## src/rtl/pacman_pkg.sv

```systemverilog
package pacman_pkg;

    // Raster timing in 50 MHz clocks, each pixel spans two
    localparam logic [10:0] H_TOTAL      = 11'd1600;
    localparam logic [10:0] H_ACTIVE     = 11'd1280;
    localparam logic [10:0] H_SYNC_START = 11'd1312;
    localparam logic [10:0] H_SYNC_END   = 11'd1504;

    localparam logic [9:0] V_TOTAL      = 10'd525;
    localparam logic [9:0] V_ACTIVE     = 10'd480;
    localparam logic [9:0] V_SYNC_START = 10'd490;
    localparam logic [9:0] V_SYNC_END   = 10'd492;

    localparam logic [12:0] MAP_COLS  = 13'd80;
    localparam logic [12:0] MAP_ROWS  = 13'd60;
    localparam logic [12:0] MAP_SIZE  = MAP_COLS * MAP_ROWS;
    localparam logic [9:0]  TILE_PX   = 10'd8;
    localparam logic [9:0]  SPRITE_PX = 10'd16;

    localparam logic [9:0]  PACMAN_RESET_X       = 10'd340;
    localparam logic [9:0]  PACMAN_RESET_Y       = 10'd240;
    localparam int unsigned ROTATE_TICKS_DEFAULT = 50_000_000;

    localparam int          NUM_GHOSTS = 4;
    localparam logic [9:0]  GHOST_X [NUM_GHOSTS] = '{10'd100, 10'd200, 10'd300, 10'd400};
    localparam logic [9:0]  GHOST_Y = 10'd100;

    // Red, pink, orange, light blue
    localparam logic [23:0] GHOST_COLOR [NUM_GHOSTS] =
        '{24'hFF0000, 24'hFFB8FF, 24'hFFB852, 24'h00FFFF};
    localparam logic [23:0] YELLOW    = 24'hFFFF00;
    localparam logic [23:0] WHITE     = 24'hFFFFFF;
    localparam logic [23:0] DARK_BLUE = 24'h000088;
    localparam logic [23:0] WALL_BLUE = 24'h0000FF;

    localparam logic [1:0] ADDR_X    = 2'd0;
    localparam logic [1:0] ADDR_Y    = 2'd1;
    localparam logic [1:0] ADDR_DIR  = 2'd2;
    localparam logic [1:0] ADDR_TILE = 2'd3;

    // Blank, horizontal, vertical, four corners, pellet
    localparam logic [7:0] TILE_SHAPES [8][8] = '{
        '{8'h00, 8'h00, 8'h00, 8'h00, 8'h00, 8'h00, 8'h00, 8'h00},
        '{8'h00, 8'h00, 8'h00, 8'hFF, 8'hFF, 8'h00, 8'h00, 8'h00},
        '{8'h18, 8'h18, 8'h18, 8'h18, 8'h18, 8'h18, 8'h18, 8'h18},
        '{8'h00, 8'h00, 8'h00, 8'h1F, 8'h1F, 8'h18, 8'h18, 8'h18},
        '{8'h00, 8'h00, 8'h00, 8'hF8, 8'hF8, 8'h18, 8'h18, 8'h18},
        '{8'h18, 8'h18, 8'h18, 8'h1F, 8'h1F, 8'h00, 8'h00, 8'h00},
        '{8'h18, 8'h18, 8'h18, 8'hF8, 8'hF8, 8'h00, 8'h00, 8'h00},
        '{8'h00, 8'h00, 8'h00, 8'h18, 8'h18, 8'h00, 8'h00, 8'h00}
    };

    // 0 transparent, 1 body, 2 eye white, 3 pupil
    localparam logic [1:0] GHOST_SHAPE [16][16] = '{
        '{0, 0, 0, 0, 0, 0, 0, 0, 0, 0, 0, 0, 0, 0, 0, 0},
        '{0, 0, 0, 0, 0, 1, 1, 1, 1, 1, 1, 0, 0, 0, 0, 0},
        '{0, 0, 0, 1, 1, 1, 1, 1, 1, 1, 1, 1, 1, 0, 0, 0},
        '{0, 0, 1, 1, 1, 1, 1, 1, 1, 1, 1, 1, 1, 1, 0, 0},
        '{0, 1, 1, 2, 2, 2, 1, 1, 1, 2, 2, 2, 1, 1, 1, 0},
        '{0, 1, 1, 2, 3, 3, 1, 1, 1, 2, 3, 3, 1, 1, 1, 0},
        '{1, 1, 1, 2, 3, 3, 1, 1, 1, 2, 3, 3, 1, 1, 1, 1},
        '{1, 1, 1, 2, 2, 2, 1, 1, 1, 2, 2, 2, 1, 1, 1, 1},
        '{1, 1, 1, 1, 1, 1, 1, 1, 1, 1, 1, 1, 1, 1, 1, 1},
        '{1, 1, 1, 1, 1, 1, 1, 1, 1, 1, 1, 1, 1, 1, 1, 1},
        '{1, 1, 1, 1, 1, 1, 1, 1, 1, 1, 1, 1, 1, 1, 1, 1},
        '{1, 1, 1, 1, 1, 1, 1, 1, 1, 1, 1, 1, 1, 1, 1, 1},
        '{1, 1, 1, 1, 1, 1, 1, 1, 1, 1, 1, 1, 1, 1, 1, 1},
        '{1, 1, 0, 1, 1, 1, 0, 1, 1, 0, 1, 1, 1, 0, 1, 1},
        '{1, 0, 0, 0, 1, 1, 0, 0, 0, 0, 1, 1, 0, 0, 0, 1},
        '{0, 0, 0, 0, 0, 0, 0, 0, 0, 0, 0, 0, 0, 0, 0, 0}
    };

    // Facing right, leftmost column in bit 15
    localparam logic [15:0] PACMAN_SHAPE [16] = '{
        16'b0000000000000000,
        16'b0000011111000000,
        16'b0001111111110000,
        16'b0011111111111000,
        16'b0111111111110000,
        16'b0111111111100000,
        16'b1111111111000000,
        16'b1111111110000000,
        16'b1111111110000000,
        16'b1111111111000000,
        16'b0111111111100000,
        16'b0111111111110000,
        16'b0011111111111000,
        16'b0001111111110000,
        16'b0000011111000000,
        16'b0000000000000000
    };

    typedef enum logic [1:0] {
        UP    = 2'd0,
        RIGHT = 2'd1,
        DOWN  = 2'd2,
        LEFT  = 2'd3
    } dir_t;

    typedef struct packed {
        logic [10:0] hcount;
        logic [9:0]  vcount;
        logic        hs;
        logic        vs;
        logic        active;
    } raster_t;

    localparam raster_t RASTER_IDLE =
        '{hcount: '0, vcount: '0, hs: 1'b1, vs: 1'b1, active: 1'b0};

    typedef union packed {
        struct packed {
            logic [5:0] pad;
            logic [9:0] value;
        } coord;
        struct packed {
            logic [13:0] pad;
            dir_t        dir;
        } heading;
        struct packed {
            logic [2:0]  code;
            logic [12:0] index;
        } tile;
    } bus_word_u;

    typedef struct packed {
        logic [9:0] x;
        logic [9:0] y;
        dir_t       dir;
    } pacman_t;

    typedef struct packed {
        logic        en;
        logic [12:0] index;
        logic [2:0]  code;
    } tile_wr_t;

    typedef struct packed {
        raster_t raster;
        logic    tile_on;
    } fetch_t;

    typedef struct packed {
        raster_t    raster;
        logic       tile_on;
        logic [1:0] ghost_code;
        logic [1:0] ghost_idx;
        logic       pacman_on;
    } hit_t;

endpackage

```

## src/rtl/vga_timing.sv

```systemverilog
`timescale 1ns/10ps

module vga_timing import pacman_pkg::*; (
    input  logic    clk,
    input  logic    reset,
    output raster_t raster,
    output logic    vga_clk
);

    logic [10:0] hcount;
    logic [9:0]  vcount;
    logic        line_end;

    assign line_end = (hcount == H_TOTAL - 11'd1);

    always_ff @(posedge clk or posedge reset) begin
        if (reset) begin
            hcount <= '0;
            vcount <= '0;
        end else if (line_end) begin
            hcount <= '0;
            if (vcount == V_TOTAL - 10'd1) begin
                vcount <= '0;
            end else begin
                vcount <= vcount + 10'd1;
            end
        end else begin
            hcount <= hcount + 11'd1;
        end
    end

    // Sync levels are low inside their windows
    always_comb begin
        raster.hcount = hcount;
        raster.vcount = vcount;
        raster.hs     = !((hcount >= H_SYNC_START) && (hcount < H_SYNC_END));
        raster.vs     = !((vcount >= V_SYNC_START) && (vcount < V_SYNC_END));
        raster.active = (hcount < H_ACTIVE) && (vcount < V_ACTIVE);
    end

    // Pixel clock runs at half the system clock
    assign vga_clk = hcount[0];

    a_counters_in_frame: assert property (
        @(posedge clk) disable iff (reset)
        (hcount < H_TOTAL) && (vcount < V_TOTAL)
    );

endmodule

```

## config.mk

```make
export PLATFORM = sky130hd
export DESIGN_NAME = vga_timing
export DESIGN_NICKNAME = d
export VERILOG_FILES = /design/src/rtl/pacman_pkg.sv /design/src/rtl/vga_timing.sv
export SDC_FILE = /design/constraint.sdc
export NUM_CORES = 1
export LEC_CHECK = 0
export BUFFER_PORTS_ARGS = -buffer_cell sky130_fd_sc_hd__buf_2
export CAP_MARGIN = 10
export CORE_UTILIZATION = 55
export DETAILED_ROUTE_END_ITERATION = 12
export PLACE_DENSITY = 0.81
export SYNTH_ARGS = -nofsm -noshare
export SYNTH_HDL_FRONTEND = slang
export SYNTH_SLANG_ARGS = --single-unit
export TNS_END_PERCENT = 30
```

## constraint.sdc

```tcl
create_clock -name clk -period 2.6 [get_ports clk]
set_input_delay 0.52 -clock clk [delete_from_list [all_inputs] [get_ports clk]]
set_output_delay 0.52 -clock clk [all_outputs]
set_load 0.1 [all_outputs]
```

# Word-level counts from Yosys, hierarchy flattened
# Cells that the tools add are included.
[word_totals] word_cells=19 output_inout_bits=25 input_bits=2 register_bits=21
[classes] addsub=2 n_reduce_logical=5 n_eq_ne=2 mux=2 order_cmp=6
[ops] op="11-bit < comparator (second input constant)" count=2
[ops] op="10-bit by 9-bit < comparator with 1-bit output (second input constant)" count=2
[ops] op="11-bit by 1-bit adder with 11-bit output (second input constant)" count=1
[ops] op="11-bit == test (second input constant)" count=1
[ops] op="11-bit >= comparator (second input constant)" count=1
[ops] op="11-bit 2-to-1 mux" count=1
[ops] op="10-bit by 1-bit adder with 10-bit output (second input constant)" count=1
[ops] op="10-bit == test (second input constant)" count=1
[ops] op="10-bit by 9-bit >= comparator with 1-bit output (second input constant)" count=1
[ops] op="10-bit 2-to-1 mux" count=1
[ops] op="1-bit logical AND" count=3
[ops] op="1-bit logical NOT" count=2

# Depth between registers and ports, before layout
# Gate-level depths: netlist of the first run.
[logic_depth] depth_word=3 depth_mapped=6 ltp_nobuf=6

# Worst setup path before layout of the first run
# OpenSTA, ideal clock, no wires.
[synth_timing] kind="register -> output" startpoint="register vcount[0]" endpoint="output port raster[1] (netlist name)" required_time_ns=2.080 n_path_buf=0 arrival_time_ns=2.887 path_stages_with_launch=4 setup_slack_ns=-0.807 path_cell_list="dfrtp_1 -> inv_1 -> ha_1 -> o2111ai_1"
[synth_lines] element="start, declared" line_no="vga_timing.sv:11" source="logic [9:0] vcount;"
[synth_lines] element="start signal, assigned" line_no="vga_timing.sv:25" source="vcount <= vcount + 10'd1;"
[synth_lines] element="end, declared" line_no="vga_timing.sv:6" source="output raster_t raster,"

==> results of run 1 <==
## state kept, by name (all words and copies together) (netlist names)
signal,flops
vcount,10
hcount,11
## worst paths after layout
kind	slack [ps]	endpoint	startpoint
min reg2reg	520	vcount[7]$_DFFE_PP0N_	vcount[7]$_DFFE_PP0N_
max	220	raster[2]	hcount[6]$_DFF_PP0_
min	350	vcount[1]$_DFFE_PP0N_	reset
min in group clk	520	vcount[7]$_DFFE_PP0N_	vcount[7]$_DFFE_PP0N_
max reg2reg	710	vcount[6]$_DFFE_PP0N_	hcount[6]$_DFF_PP0_
max in group asynchronous	1760	hcount[5]$_DFF_PP0_	reset
## cell usage after synthesis (all sizes together) (5+ instances only)
master  count  area share [%]
dfrtp      21              43
nand3      12             5.0
nand2       8             3.1
inv         7             2.2
and3        6             3.3
nor2        6             1.9
nor3        6             2.5
o21ai       6             2.5
xnor2       6             4.3
buf         5             3.7
ha          5             5.2
xor2        5             3.6
## power by group through the flow
stage / clock (mW) / sequential (mW) / combinational [mW]
global route: 0.174 / 0.327 / 0.00858
finish: 0.153 / 0.326 / 0.00679
detailed placement: 0 / 0.333 / 0.00737
global placement: 0 / 0.333 / 0.00748
floorplan: 0 / 0.333 / 0.00488
CTS: 0.157 / 0.327 / 0.00735
## final cells by class
cell class / instances / area (sq um)
inverters: 7 / 26.28
repair buffers: 26 / 130.1
fillers: 177 / 659.4
well taps: 27 / 33.78
clock buffers: 3 / 22.52
clock inverters: 1 / 5.005
flip-flops and latches: 21 / 525.5
multi-input cells: 85 / 619.3
## layer usage
layer / track usage, % / up-vias / wire [um]
met5: 0 / - / 0
met1: 31.25 / 447 / 1090
met2: 33.56 / 18 / 1111
met4: 4.412 / 0 / 15
met3: 3.738 / 2 / 70
li1: - / 472 / -
## through the flow
| stage | worst slack [ps] | total power [mW] | std cells |
|---|---|---|---|
| 6_report | 220.0 | 0.4861 | 170 |
| 5_1_grt | 164.3 | 0.5090 | 170 |
| 4_1_cts | 211.1 | 0.4912 | 170 |
| 3_5_place_dp | 551.4 | 0.3402 | 166 |
| 3_3_place_gp | 594.4 | 0.3403 | 166 |
| 2_1_floorplan | -113.2 | 0.3377 | 120 |
## cells by family (layout without fill, tap and decap cells)
kind of cell               Yosys count  after routing  synth area share, %
xor gates and xnor gates            11             11                7.971
AOI/OAI and AO/OA                   17             17                9.731
buffers and inverters               14             37                6.729
adders and majority gates            5              5                5.176
DFF                                 21             21                43.48
and+or+nand+nor                     51             51                26.09
muxes                                1              1               0.8282
## worst register-to-register path, delay by kind of cell (launching register included)
family,cells,cell delay (ps)
flip-flops,1,530
AND/OR/NAND/NOR,3,1120
XOR/XNOR,1,160
==> flow_metrics.tcl, run 1 <==
set metrics [dict create \
    outcome "finished, final reports clean" \
    clock_path_buffers 2 \
    hold_slack_ps 346.3 \
    cp-start-kind "register" \
    post_cts_hold_buffer_count 0 \
    worstPathBufferInverterCount 1 \
    slew-limit-headroom_pct 47.51 \
    grt_setup_unrepaired "no" \
    max_clock_freq_mhz 420.2 \
    finish.utilization_pct 67.39 \
    antenna_violations_before_repair 0 \
    clock_power_share_pct 31.4 \
    worst_ir_drop_vdd_v 0.0004214 \
    portBuffers 26 \
    core.rowCount 16 \
    routed-via-count 939 \
    cap_violations 0 \
    dominantRegCellSynth "dfrtp_1" \
    synth.lib_cells_used.distinct 36 \
    synth_edf_count 0 \
    cellLeakagePower_nw 0.6552 \
    setup_violations 0 \
    detailed_route_wire_length_per_cell_um 13.46 \
    final_cell_mix "26 x buf_2, 21 x dfrtp_1, 12 x nand3_1" \
    layout-area-overhead-vs-synth_pct 12.73 \
    ctsHtreeMaxLevel 1 \
    die_width_um 48.88 \
    cts-resized-gates 0 \
    critical_path_class "register to output port" \
    synth_nets 127 \
    path_cells "and3_2 > or4_1 > buf_2" \
    netSwitchingPower_mw 0.1018 \
    power-per-cell-area_nw_per_um2 356.7 \
    pwr-share-comb_pct 1.4 \
    synthesis.yosys.warnings 0 \
    numCtsBuffers 3 \
    dr.first_iter.drc_count 17 \
    floorplan.core_area_sq_um 2022 \
    postRouteAntennaNets 0 \
    tritoncts_num_sinks 21 \
    initial_utilization_pct 59.78 \
    p_seq_share_pct 67.2 \
    clk_pin_slew_ps 120 \
    synthesis.area_per_instance_sq_um 10.07 \
    totalWireLength_um 2288 \
    layout.cells.most_common "buf_2" \
    routed_via_density 5.524 \
    die_height_um 48.88 \
    cp-end-kind "output port" \
    post-route-drc-count 0 \
    grt_usage_pct 21.47 \
    hold_path_class "primary input to asynchronous set/reset pin" \
    cts_setup_buffers 0 \
    syn_area_sq_um 1209 \
    postPlaceCellArea_sq_um 1335 \
    yosysSeqAreaShare_pct 43.48 \
    grt_first_pass_wirelength_um 4015 \
    top_level_pins 27 \
    cts_tree "built" \
    post-dp-hpwl_um 1669 \
    internal_power_mw 0.3843 \
    antenna_cells_inserted 0 \
    crit_path_max_fanout 10 \
    grt_start_max_net_pins 22 \
    worst_clock_skew_ps 11.43 \
    worst-slew-pin-transition_ps 786.5 \
    clock-root-buffer "clkbuf_4" \
    critical_path.top_delay_family "simple AND/OR/NAND/NOR gates" \
    syn-instance-count 120 \
    finalSetupTns_ps 0 \
    globalRoute.totalOverflow 0 \
    finalHoldViolations 0 \
    clkLatencyLatePin_ps 300 \
    crit_arrival_ps 1860 \
    final_min_period_over_clock_period_pct 91.54 \
    slowest_stage "dfrtp_1" \
    synth.ff_latch_count 21 \
    first_global_vias 844 \
    design_area_sq_um 1363 \
    place.gp.congestion 0.8051 \
    worst_r2r_path_depth 4 \
    power.share.switching_pct 20.95 \
    final.min_clock_period_ps 2380 \
    number_of_iterations_in_the_first_detailed_routing_pass 4 \
    cp_num_cells 3 \
    die_area_sq_um 2389 \
    delay_of_the_slowest_cell_on_the_worst_path_ps 530 \
    worst_ep_required_time_ps 2080 \
    synth_async_sr_flop_share_pct 100.0 \
    drive_above_1_share_pct 26.57 \
    number_of_max_slew_violations_in_the_final_report 0 \
    finalNetCount 151 \
]
Note: power is estimated with default switching activity, not from simulation.
==> inputs of run 2 (changes only) <==
Settings changed: ABC_AREA set to 1.
==> run 2 against run 1 <==
Against the previous run: non-clock buffer count unchanged; utilization is 2.0 points higher; final cell count is 25% higher; highest routed layer unchanged.
==> flow_metrics.tcl, run 2 <==
set metrics [dict create \
    synth_nets 164 \
    initial_utilization_pct 60.54 \
    syn-instance-count 157 \
    grt_start_max_net_pins 22 \
    synth_commonest_cells "31 x nand2_1, 26 x inv_1, 22 x nor2_1, 21 x dfrtp_1, 12 x nand3_1" \
    worst_r2r_path_depth 6 \
    yosys.area.top_type "dfrtp_1" \
    worstReg2RegStart "hcount[0]$_DFF_PP0_" \
    numCtsBuffers 3 \
    yosysSeqAreaShare_pct 42.51 \
    rrSetupSlack_ps 780 \
    power-per-cell-area_nw_per_um2 350.5 \
    finalNetCount 193 \
    final_min_period_over_clock_period_pct 85.55 \
    hold_path_class "primary input to asynchronous set/reset pin" \
    layout-area-overhead-vs-synth_pct 14.57 \
    cts_setup_buffers 0 \
    globalRoute.totalOverflow 0 \
    number_of_iterations_in_the_first_detailed_routing_pass 4 \
    crit_arrival_ps 1700 \
    yosys-top-cells-area "dfrtp_1 43%, nand2_1 9.4%, inv_1 7.9%" \
    synth.lib_cells_used.distinct 22 \
    totalWireLength_um 2535 \
    outcome "finished, final reports clean" \
    yosysMostFrequentCell "nand2_1" \
    largest_register_ffs 11 \
    post-route-drc-count 0 \
    cts_tree "built" \
    routed-via-count 1101 \
    post_cts_hold_buffer_count 0 \
    cellLeakagePower_nw 0.7542 \
    max_clock_freq_mhz 449.6 \
    worst_clock_skew_ps 1.810 \
    design_area_sq_um 1416 \
    grt_setup_unrepaired "no" \
    cp-start-kind "register" \
    top_level_pins 27 \
    die_height_um 49.41 \
    synthesis.area_per_instance_sq_um 7.874 \
    clkLatencyLatePin_ps 310 \
    detailed_route_wire_length_per_cell_um 11.96 \
    synth_async_sr_flop_share_pct 100.0 \
    number_of_max_slew_violations_in_the_final_report 0 \
    synth_top_area_share_pct 42.51 \
    largestRegisters "hcount: 11 flops, vcount: 10 flops" \
    worst-slew-pin-transition_ps 786.6 \
    clock_path_buffers 2 \
    worst_ir_drop_vdd_v 0.0003326 \
    place.gp.congestion 0.8593 \
    grt_first_pass_wirelength_um 4595 \
    floorplan.core_area_sq_um 2042 \
    layout.cells.most_common "nand2_1" \
    portBuffers 26 \
    routed_via_density 5.193 \
    final.min_clock_period_ps 2224 \
    postRouteAntennaNets 0 \
    core.rowCount 16 \
    synth_edf_count 0 \
    finish.utilization_pct 69.36 \
    slew-limit-headroom_pct 47.50 \
    antenna_violations_before_repair 0 \
    syn_area_sq_um 1236 \
    cp-end-kind "output port" \
    worst_ep_required_time_ps 2080 \
    clock-root-buffer "clkbuf_4" \
    clk_pin_slew_ps 120 \
    synth.ff_latch_count 21 \
    post-dp-hpwl_um 1882 \
    antenna_cells_inserted 0 \
    crit_path_max_fanout 7 \
    dr.first_iter.drc_count 23 \
    critical_path_class "register to output port" \
    synthesis.yosys.warnings 0 \
    registers.top_by_ff_count "hcount" \
    die_area_sq_um 2441 \
    tritoncts_num_sinks 21 \
    cap_violations 0 \
    drive_above_1_share_pct 22.16 \
    ctsHtreeMaxLevel 1 \
    setup_violations 0 \
    first_global_vias 1038 \
    final_cell_mix "31 x nand2_1, 26 x inv_1, 26 x buf_2" \
    postPlaceCellArea_sq_um 1390 \
    die_width_um 49.41 \
    cts-resized-gates 0 \
    grt_usage_pct 24.82 \
    dominantRegCellSynth "dfrtp_1" \
    finalHoldViolations 0 \
    r2r-end "vcount[2]$_DFFE_PP0N_" \
]
-- run 2: layer usage --
| metal | track usage, % | up-vias | share of wire (%) |
|---|---|---|---|
| met3 | 4.361 | 5 | 4.1 |
| met2 | 38.36 | 27 | 46 |
| li1 | - | 547 | - |
| met4 | 8.571 | 0 | 1.7 |
| met1 | 35.16 | 522 | 48 |
| met5 | 0 | - | 0 |
-- run 2: cell type report --
type,instances,area (sq um)
clock buffers,4,26.28
fillers,181,625.6
inverters,27,102.6
multi-input cells,107,593.1
flip-flops and latches,21,530.5
well taps,27,33.78
repair buffers,26,130.1
-- run 2: cell families (layout without fill, tap and decap cells) --
kind of cell	after synthesis	after routing	share of synthesized area, %
AO/OA/AOI/OAI	12	12	5.061
XOR/XNOR	8	8	5.668
adder cells (fa/ha/maj)	5	5	5.061
buffers and inverters	29	57	9.817
flip-flops	21	21	42.51
AND/OR/NAND/NOR	82	82	31.88
-- run 2: worst max-delay path, stage by stage (launching register included) --
cell,delay (ps)
dfrtp_4,470
inv_1,100
ha_1,210
o211ai_1,170
buf_2,450
-- run 2: how the worst max path moves through the flow --
stage,cells past startpoint,slack [ps],startpoint,to
final,4,380,vcount[0]$_DFFE_PP0N_,raster[1]
after global routing,4,290,vcount[0]$_DFFE_PP0N_,raster[1]
after CTS,4,360,vcount[0]$_DFFE_PP0N_,raster[1]
after detailed placement,4,730,vcount[0]$_DFFE_PP0N_,raster[1]
after global placement,4,770,vcount[0]$_DFFE_PP0N_,raster[1]
after floorplan,3,-380,vcount[0]$_DFFE_PP0N_,raster[1]
-- run 2: per-stage QoR --
stage	setup WS (ps)	cells	total power [mW]	setup TNS [ps]	hold WS (ps)
global placement	771.0	208	0.3403	0	501.3
global route	288.6	212	0.5149	0	414.5
CTS	359.6	212	0.5022	0	366.7
detailed placement	727.6	208	0.3404	0	509.2
floorplan	-377.6	157	0.3377	-669.3	496.5
finish	375.7	212	0.4964	0	334.6
-- run 2: power breakdown --
| group | total, mW | internal (mW) | switching, mW |
|---|---|---|---|
| logic | 0.00681 | 0.000605 | 0.00621 |
| registers | 0.326 | 0.326 | 0 |
| clock network | 0.163 | 0.0600 | 0.103 |
==> inputs of run 3 (changes only) <==
Settings changed: HOLD_SLACK_MARGIN set to 0.06, RECOVER_POWER set to 50.
==> run 3 against run 2 <==
Against the previous run: combinational power is essentially flat; critical path depth is the same; final cell count is the same; total power is essentially flat; die area is the same; wire length grew 0.28%; design area shrank 1.7%; via count grew 0.27%.
==> flow_metrics.tcl, run 3 (synthesized netlist as in run 2, its figures left out) <==
set metrics [dict create \
    slowest_stage "dfrtp_4" \
    cellLeakagePower_nw 0.7413 \
    worst_clock_skew_ps 1.726 \
    number_of_max_slew_violations_in_the_final_report 0 \
    numCtsBuffers 3 \
    layout-area-overhead-vs-synth_pct 12.65 \
    worstPathBufferInverterCount 2 \
    multi_input_area_sq_um 571.8 \
    layout.filler_cells 187 \
    cp-start-kind "register" \
    setup_violations 0 \
    routed_via_density 5.208 \
    place.gp.congestion 0.8593 \
    cap_violations 0 \
    die_width_um 49.41 \
    outcome "finished, final reports clean" \
    core.rowCount 16 \
    first_global_vias 1038 \
    largest_register_ffs 11 \
    post-dp-hpwl_um 1882 \
    r2r-end "vcount[2]$_DFFE_PP0N_" \
    postRouteAntennaNets 0 \
    grt_setup_unrepaired "no" \
    final_cell_mix "31 x nand2_1, 26 x inv_1, 24 x buf_2" \
    grt_util_met3_pct 4.361 \
    delay_of_the_slowest_cell_on_the_worst_path_ps 470 \
    routed-via-count 1104 \
    worst_ir_drop_vdd_v 0.0003483 \
    cp-end-kind "output port" \
    initial_utilization_pct 60.54 \
    number_of_iterations_in_the_first_detailed_routing_pass 4 \
    power-per-cell-area_nw_per_um2 356.4 \
    crit_arrival_ps 1700 \
    clkLatencyLatePin_ps 310 \
    cts_setup_buffers 0 \
    drive_above_1_share_pct 19.46 \
    met2_usage_pct 38.36 \
    max_clock_freq_mhz 449.7 \
    die_area_sq_um 2441 \
    register_area_sq_um 530.5 \
    cts_tree "built" \
    post-route-drc-count 0 \
    grt_start_max_net_pins 22 \
    finalHoldViolations 0 \
    hold_path_class "primary input to asynchronous set/reset pin" \
    rrSetupSlack_ps 480 \
    clock_path_buffers 2 \
    layout.cells.most_common "nand2_1" \
    dr.first_iter.drc_count 26 \
    ctsHtreeMaxLevel 1 \
    groute.layer.met1.usage_pct 35.16 \
    finish.utilization_pct 68.20 \
    worst-slew-pin-transition_ps 1161 \
    cts-resized-gates 0 \
    grt_usage_pct 24.82 \
    largestRegisters "hcount: 11 flops, vcount: 10 flops" \
    detailed_route_wire_length_per_cell_um 11.99 \
    top_level_pins 27 \
    path_cells "inv_1 > ha_1 > o211ai_1 > buf_2" \
    postPlaceCellArea_sq_um 1390 \
    worst_ep_required_time_ps 2080 \
    finalSetupTns_ps 0 \
    final.min_clock_period_ps 2224 \
    worstReg2RegStart "hcount[0]$_DFF_PP0_" \
    design_area_sq_um 1393 \
    globalRoute.totalOverflow 0 \
    die_height_um 49.41 \
    post_cts_hold_buffer_count 0 \
    worst_r2r_path_depth 6 \
    clk_pin_slew_ps 120 \
    grt_first_pass_wirelength_um 4595 \
    crit_path_max_fanout 7 \
    slew-limit-headroom_pct 22.95 \
    floorplan.core_area_sq_um 2042 \
    hold_slack_ps 335.2 \
    critical_path.top_delay_family "buffers and inverters" \
    antenna_violations_before_repair 0 \
    clock-root-buffer "clkbuf_4" \
    tritoncts_num_sinks 21 \
    finalNetCount 193 \
    registers.top_by_ff_count "hcount" \
    totalWireLength_um 2542 \
    antenna_cells_inserted 0 \
    final_min_period_over_clock_period_pct 85.52 \
    portBuffers 26 \
    most_congested_layer_reported_by_global_routing "met2" \
    critical_path_class "register to output port" \
]
-- run 3: through the flow --
stage               worst slack, ps  power (mW)  std cells
finish                        376.4      0.4963        212
global route                  275.6      0.5149        212
CTS                           359.6      0.5022        212
detailed placement            727.6      0.3404        208
global placement              771.0      0.3403        208
floorplan                    -377.6      0.3377        157
-- run 3: worst max path at each step --
stage | from | end | slack (ps) | cells past startpoint
after floorplan | vcount[0]$_DFFE_PP0N_ | raster[1] | -380 | 3
after global placement | vcount[0]$_DFFE_PP0N_ | raster[1] | 770 | 4
after detailed placement | vcount[0]$_DFFE_PP0N_ | raster[1] | 730 | 4
after CTS | vcount[0]$_DFFE_PP0N_ | raster[1] | 360 | 4
after global routing | hcount[0]$_DFF_PP0_ | vcount[2]$_DFFE_PP0N_ | 280 | 6
final | vcount[0]$_DFFE_PP0N_ | raster[1] | 380 | 4
-- run 3: cell type report --
class / instances / share of cell area (%)
Tap cell: 27 / 2.426
Clock buffer: 4 / 1.887
Multi-Input combinational cell: 107 / 41.06
Sequential cell: 21 / 38.10
Inverter: 27 / 7.367
Timing Repair Buffer: 26 / 9.164
-- run 3: power by group --
part	internal (mW)	total, mW	switching (mW)
Clock	0.0599	0.163	0.103
Sequential	0.326	0.326	0
Combinational	0.000605	0.00682	0.00621
-- run 3: worst reg2reg max path, cell delays in order (launching register included) --
cell and delay [ps]:
dfrtp_1 430, ha_1 210, nand3_1 180, nor3_2 840, inv_1 180, nand2_1 110
nand2_1 70
-- run 3: per-layer routing --
layer / vias up / share of wire (%)
met3: 5 / 4.0
met1: 524 / 49
met5: - / 0
li1: 548 / -
met2: 27 / 46
met4: 0 / 1.7
